File: config.mk
export PLATFORM = sky130hd
export DESIGN_NAME = simd_unit
export DESIGN_NICKNAME = d
export VERILOG_FILES = /design/src/hdl/simd_pkg.sv /design/src/hdl/operand_fwd.sv /design/src/hdl/simd_alu.sv /design/src/hdl/simd_perm.sv /design/src/hdl/simd_unit.sv
export SDC_FILE = /design/constraint.sdc
export NUM_CORES = 2
export LEC_CHECK = 0
export ABC_AREA = 1
export BUFFER_PORTS_ARGS = -buffer_cell sky130_fd_sc_hd__buf_4
export CAP_MARGIN = 20
export CORE_ASPECT_RATIO = 0.6
export CORE_MARGIN = 4
export CORE_UTILIZATION = 39
export CTS_CLUSTER_SIZE = 24
export DETAILED_ROUTE_END_ITERATION = 10
export PLACE_DENSITY = 0.66
export SLEW_MARGIN = 10
export SYNTH_ARGS = -nofsm -noshare
export SYNTH_HDL_FRONTEND = slang
export SYNTH_HIERARCHICAL = 1
export SYNTH_SLANG_ARGS = --single-unit
File: constraint.sdc
create_clock -name clk -period 5.1 [get_ports clk]
set_input_delay 0 -clock clk [delete_from_list [all_inputs] [get_ports clk]]
set_output_delay 0 -clock clk [all_outputs]
set_load 0.005 [all_outputs]
File: src/hdl/simd_pkg.sv
`default_nettype none

package simd_pkg;

  localparam int LANE_W  = 32;
  localparam int N_LANES = 2;
  localparam int WORD_W  = LANE_W * N_LANES;
  localparam int N_BUSES = 4;

  typedef logic [LANE_W-1:0] lane_t;

  // Lane 0 sits in the low half of the word
  typedef logic [WORD_W-1:0] word_t;

  // Codes 0 to 3 name a result bus
  typedef logic [2:0] fwd_src_t;

  localparam fwd_src_t FWD_REG = 3'd4;

  // Two bits per lane with less-than in the even bit and equal in the odd bit
  typedef logic [2*N_LANES-1:0] flags_t;

  typedef enum logic [2:0] {
    ALU_ADD   = 3'd0,
    ALU_SUB   = 3'd1,
    ALU_AND   = 3'd2,
    ALU_OR    = 3'd3,
    ALU_XOR   = 3'd4,
    ALU_CMPLT = 3'd5
  } alu_op_t;

  typedef enum logic [1:0] {
    PERM_PASS   = 2'd0,
    PERM_SWAP   = 2'd1,
    PERM_DUP_LO = 2'd2,
    PERM_MERGE  = 2'd3
  } perm_op_t;

endpackage

`default_nettype wire

File: src/hdl/operand_fwd.sv
`timescale 1ns/100ps
`default_nettype none

module operand_fwd
  import simd_pkg::*;
(
  input  wire            clk,
  input  wire            rst,
  input  wire            in_valid,
  input  wire [2:0]      in_op,
  input  wire word_t     reg_a,
  input  wire word_t     reg_b,
  input  wire fwd_src_t  src_a,
  input  wire fwd_src_t  src_b,
  input  wire            late_a,
  input  wire            late_b,
  input  wire word_t     bus0,
  input  wire word_t     bus1,
  input  wire word_t     bus2,
  input  wire word_t     bus3,
  output logic           out_valid,
  output logic [2:0]     out_op,
  output word_t          opnd_a,
  output word_t          opnd_b
);

  word_t bus_now [N_BUSES];
  word_t bus_q   [N_BUSES];
  word_t sel_a;
  word_t sel_b;

  function automatic word_t pick_operand(
    input fwd_src_t src,
    input logic     late,
    input word_t    reg_val,
    input word_t    live [N_BUSES],
    input word_t    held [N_BUSES]
  );
    if (src == FWD_REG) return reg_val;
    return late ? held[src[1:0]] : live[src[1:0]];
  endfunction

  assign bus_now[0] = bus0;
  assign bus_now[1] = bus1;
  assign bus_now[2] = bus2;
  assign bus_now[3] = bus3;

  // One edge of bus history for late forwards
  always_ff @(posedge clk) begin
    for (int i = 0; i < N_BUSES; i++) begin
      bus_q[i] <= rst ? '0 : bus_now[i];
    end
  end

  assign sel_a = pick_operand(src_a, late_a, reg_a, bus_now, bus_q);
  assign sel_b = pick_operand(src_b, late_b, reg_b, bus_now, bus_q);

  always_ff @(posedge clk) begin
    if (rst) begin
      out_valid <= 1'b0;
    end else begin
      out_valid <= in_valid;
    end
  end

  always_ff @(posedge clk) begin
    if (in_valid) begin
      out_op <= in_op;
      opnd_a <= sel_a;
      opnd_b <= sel_b;
    end
  end

endmodule

`default_nettype wire

File: src/hdl/simd_alu.sv
`timescale 1ns/100ps
`default_nettype none

module simd_alu
  import simd_pkg::*;
(
  input  wire           clk,
  input  wire           rst,
  input  wire           in_valid,
  input  wire alu_op_t  op,
  input  wire word_t    opnd_a,
  input  wire word_t    opnd_b,
  output word_t         res,
  output flags_t        flags,
  output logic          res_valid
);

  word_t  res_d;
  flags_t flags_d;

  // Each lane is computed on its own, so add and subtract never carry across lanes
  always_comb begin : lane_ops
    lane_t a;
    lane_t b;
    lane_t r;
    logic  lt;
    logic  eq;
    res_d   = '0;
    flags_d = '0;
    for (int i = 0; i < N_LANES; i++) begin
      a  = opnd_a[i*LANE_W +: LANE_W];
      b  = opnd_b[i*LANE_W +: LANE_W];
      lt = $signed(a) < $signed(b);
      eq = (a == b);
      case (op)
        ALU_ADD: begin
          r = a + b;
        end
        ALU_SUB: begin
          r = a - b;
        end
        ALU_AND: begin
          r = a & b;
        end
        ALU_OR: begin
          r = a | b;
        end
        ALU_XOR: begin
          r = a ^ b;
        end
        ALU_CMPLT: begin
          r              = {LANE_W{lt}};
          flags_d[2*i]   = lt;
          flags_d[2*i+1] = eq;
        end
        default: begin
          r = '0;
        end
      endcase
      res_d[i*LANE_W +: LANE_W] = r;
    end
  end

  always_ff @(posedge clk) begin
    if (rst) begin
      res_valid <= 1'b0;
    end else begin
      res_valid <= in_valid;
    end
  end

  // Flags stay zero unless the op was a compare
  always_ff @(posedge clk) begin
    if (in_valid) begin
      res   <= res_d;
      flags <= flags_d;
    end
  end

endmodule

`default_nettype wire

File: src/hdl/simd_perm.sv
`timescale 1ns/100ps
`default_nettype none

module simd_perm
  import simd_pkg::*;
(
  input  wire            clk,
  input  wire            rst,
  input  wire            in_valid,
  input  wire perm_op_t  op,
  input  wire word_t     opnd_a,
  input  wire word_t     opnd_b,
  output word_t          res,
  output logic           res_valid
);

  lane_t a_lo;
  lane_t a_hi;
  lane_t b_lo;
  word_t res_d;

  assign a_lo = opnd_a[LANE_W-1:0];
  assign a_hi = opnd_a[WORD_W-1:LANE_W];
  assign b_lo = opnd_b[LANE_W-1:0];

  always_comb begin
    case (op)
      PERM_PASS:   res_d = {a_hi, a_lo};
      PERM_SWAP:   res_d = {a_lo, a_hi};
      PERM_DUP_LO: res_d = {a_lo, a_lo};
      PERM_MERGE:  res_d = {a_hi, b_lo};
      default:     res_d = opnd_a;
    endcase
  end

  always_ff @(posedge clk) begin
    if (rst) begin
      res_valid <= 1'b0;
    end else begin
      res_valid <= in_valid;
    end
  end

  always_ff @(posedge clk) begin
    if (in_valid) res <= res_d;
  end

endmodule

`default_nettype wire

File: src/hdl/simd_unit.sv
`timescale 1ns/100ps
`default_nettype none

module simd_unit
  import simd_pkg::*;
(
  input  wire            clk,
  input  wire            rst,
  input  wire            p1_valid,
  input  wire alu_op_t   p1_op,
  input  wire word_t     p1_reg_a,
  input  wire word_t     p1_reg_b,
  input  wire fwd_src_t  p1_src_a,
  input  wire fwd_src_t  p1_src_b,
  input  wire            p1_late_a,
  input  wire            p1_late_b,
  input  wire            p2_valid,
  input  wire perm_op_t  p2_op,
  input  wire word_t     p2_reg_a,
  input  wire word_t     p2_reg_b,
  input  wire fwd_src_t  p2_src_a,
  input  wire fwd_src_t  p2_src_b,
  input  wire            p2_late_a,
  input  wire            p2_late_b,
  input  wire word_t     bus0,
  input  wire word_t     bus1,
  input  wire word_t     bus2,
  input  wire word_t     bus3,
  output word_t          res1,
  output flags_t         flags1,
  output logic           res1_valid,
  output word_t          res2,
  output logic           res2_valid
);

  logic       fwd1_valid;
  logic [2:0] fwd1_op;
  word_t      fwd1_a;
  word_t      fwd1_b;
  logic       fwd2_valid;
  logic [2:0] fwd2_op;
  word_t      fwd2_a;
  word_t      fwd2_b;

  // Port 1 carries ALU ops
  operand_fwd fwd1 (
    .clk(clk), .rst(rst),
    .in_valid(p1_valid), .in_op(p1_op),
    .reg_a(p1_reg_a), .reg_b(p1_reg_b),
    .src_a(p1_src_a), .src_b(p1_src_b),
    .late_a(p1_late_a), .late_b(p1_late_b),
    .bus0(bus0), .bus1(bus1), .bus2(bus2), .bus3(bus3),
    .out_valid(fwd1_valid), .out_op(fwd1_op),
    .opnd_a(fwd1_a), .opnd_b(fwd1_b)
  );

  // Port 2 ops are two bits wide, so the top op bit is tied low
  operand_fwd fwd2 (
    .clk(clk), .rst(rst),
    .in_valid(p2_valid), .in_op({1'b0, p2_op}),
    .reg_a(p2_reg_a), .reg_b(p2_reg_b),
    .src_a(p2_src_a), .src_b(p2_src_b),
    .late_a(p2_late_a), .late_b(p2_late_b),
    .bus0(bus0), .bus1(bus1), .bus2(bus2), .bus3(bus3),
    .out_valid(fwd2_valid), .out_op(fwd2_op),
    .opnd_a(fwd2_a), .opnd_b(fwd2_b)
  );

  simd_alu alu (
    .clk(clk), .rst(rst),
    .in_valid(fwd1_valid), .op(alu_op_t'(fwd1_op)),
    .opnd_a(fwd1_a), .opnd_b(fwd1_b),
    .res(res1), .flags(flags1), .res_valid(res1_valid)
  );

  simd_perm perm (
    .clk(clk), .rst(rst),
    .in_valid(fwd2_valid), .op(perm_op_t'(fwd2_op[1:0])),
    .opnd_a(fwd2_a), .opnd_b(fwd2_b),
    .res(res2), .res_valid(res2_valid)
  );

endmodule

`default_nettype wire

==> metrics.yaml <==
drt:
  routed-via-count: 66700
  drcViolationCount: 0
  viasPerCell: 5.32
  routed_wl_um: 264000
  antenna_left: 0
  drt_iter0_drc: 9051
  wl_per_cell_um: 21.1
  first_pass_iters: 6
timing:
  worst_pin_slew_ns: 1.19
  max_freq_ghz: 0.291
  totalNegativeSetupSlack_ns: 0
  slew-limit-headroom_pct: 21.0
  fin_crit_ns: 3.44
  hold_viol: 0
  rsz0062_at_grt: "no"
  drv_slew: 0
  post-route-period-util_pct: 67.4
  skew_ns: 0.0394
  setup_viol: 0
global_route:
  grt_max_degree: 186
  grt_antenna_before_repair: 18
  grt.total_usage_pct: 31.3
  globalRouteOverflowTotal: 0
  grt_pass1_vias: 63000
  grt_pass1_wl_um: 386000
clock_network:
  clk_latency_ns: 0.73
  cts_tree: "done"
  cts_sinks: 877
  path_clk_slew_ns: 0.07
  cts-root-buf: "clkbuf_16"
  clockBufferDepth: 3
  ctsHtreeMaxLevel: 3
  cts-buffers-inserted: 94
  post_cts_buffers: 0
layout:
  ff_latch_area_um2: 21200
  nNetsFinal: 11100
  final_cell_mix: "nand2_1 (3280), nand3_1 (1811), inv_1 (1597)"
  nFillCells: 15300
  postLayoutCellArea_um2: 73900
  final_common_cell: "nand2_1"
  multiInputGateArea_um2: 29800
  area_growth_pct: 22.1
  layout-drive-gt1-share_pct: 9.06
die:
  die_w_um: 517
  die_area_um2: 162000
  placementRows: 111
  core_um2: 153000
  start_util_pct: 39.4
  io_pins: 671
  die_h_um: 313
setup_path:
  start_kind: "flip-flop"
  crit_type: "reg2reg"
  crit_arrival_ns: 3.87
  r2r_cells: 7
  crit_path_end_kind: "flip-flop"
  crit_fanout: 25
  worstPathRequired_ns: 5.53
hold_path:
  hold_depth: 4
  hold_path_class: "in2reg"
place:
  dp_hpwl_um: 183000
  dpl_cell_area_um2: 65000
  portBuffers: 638
  gp_congestion: 1.05
power:
  leakage_nw: 38.3
  pwr_density_cell_nw_per_um2: 290
  p_total_w: 0.0214
  ir_worst_vdd_mv: 0.254
run:
  maxCapViolCount: 0
synthesis:
  synth_warnings: 6
  syn-instance-count: 9597
  synth_fp_nets: 10300
  synth.avg_cell_area_um2: 6.31
  netlist_area_um2: 60500
run_status:
  status: "finished, final reports clean"
## power by group
| group | total, W | internal [W] | switching, W |
|---|---|---|---|
| clock network | 0.00725 | 0.00405 | 0.00320 |
| registers | 0.00813 | 0.00789 | 0.000245 |
| logic | 0.00604 | 0.00201 | 0.00403 |
## flip-flops by register name, indices dropped and copies added, names as in the netlist, 4 cells and up
signal / cells
fwd1/bus_q: 256
fwd2/opnd_b: 32
fwd2/opnd_a: 64
fwd1/opnd_a: 64
fwd1/opnd_b: 64
fwd2/bus_q: 256
alu/res: 64
alu/flags: 4
perm/res: 64
## routing by layer
layer / part of all wire [%] / vias up / global-route usage [%]
met5: 0.026 / - / 0
met2: 43 / 3944 / 47.6
met1: 40 / 30800 / 41.9
met3: 11 / 693 / 6.45
met4: 5.7 / 12 / 16.0
li1: - / 31300 / -
## repair_timing
action,CTS,global route
gates resized for setup,0,0
endpoints found under the hold margin,841,0
hold buffers,567,0
## through the flow
step	worst slack, ns	instances	util [%]	hold WS, ns
after CTS	1.89	12500	48.1	0.00205
after floorplan	2.80	9597	-	0.0724
after global placement	1.91	11800	42.4	0.181
after global routing	1.67	12500	48.1	0.0333
final	1.66	12500	48.2	0.0478
after detailed placement	1.82	11800	42.4	0.180
## worst max-delay path, cell delays in order (launching register included)
cell	delay [ns]
edfxtp_1	0.54
inv_2	0.52
nor2_2	0.07
buf_4	0.33
inv_2	0.80
o221ai_1	0.30
a21oi_1	0.42
nand2_1	0.14
## path summary, 6_finish.rpt
check	from	endpoint	slack [ns]
setup reg to reg	fwd1/out_op[2]$_DFFE_PP_	alu/res[61]$_DFFE_PP_	1.66
hold reg to reg	fwd2/opnd_a[6]$_DFFE_PP_	perm/res[38]$_DFFE_PP_	0.53
setup / recovery	fwd1/out_op[2]$_DFFE_PP_	alu/res[61]$_DFFE_PP_	1.66
hold / removal	p2_late_a	fwd2/opnd_a[63]$_DFFE_PP_	0.05
## cell type report
cell class / count / share of cell area, %
Antenna cell: 10 / 0.0339
Inverter: 1641 / 8.40
Sequential cell: 877 / 28.7
Timing Repair Buffer: 1261 / 14.9
Clock buffer: 128 / 3.55
Tap cell: 2034 / 3.44
Clock inverter: 48 / 0.730
Multi-Input combinational cell: 6528 / 40.3
Power figures use the tool's default switching activity.
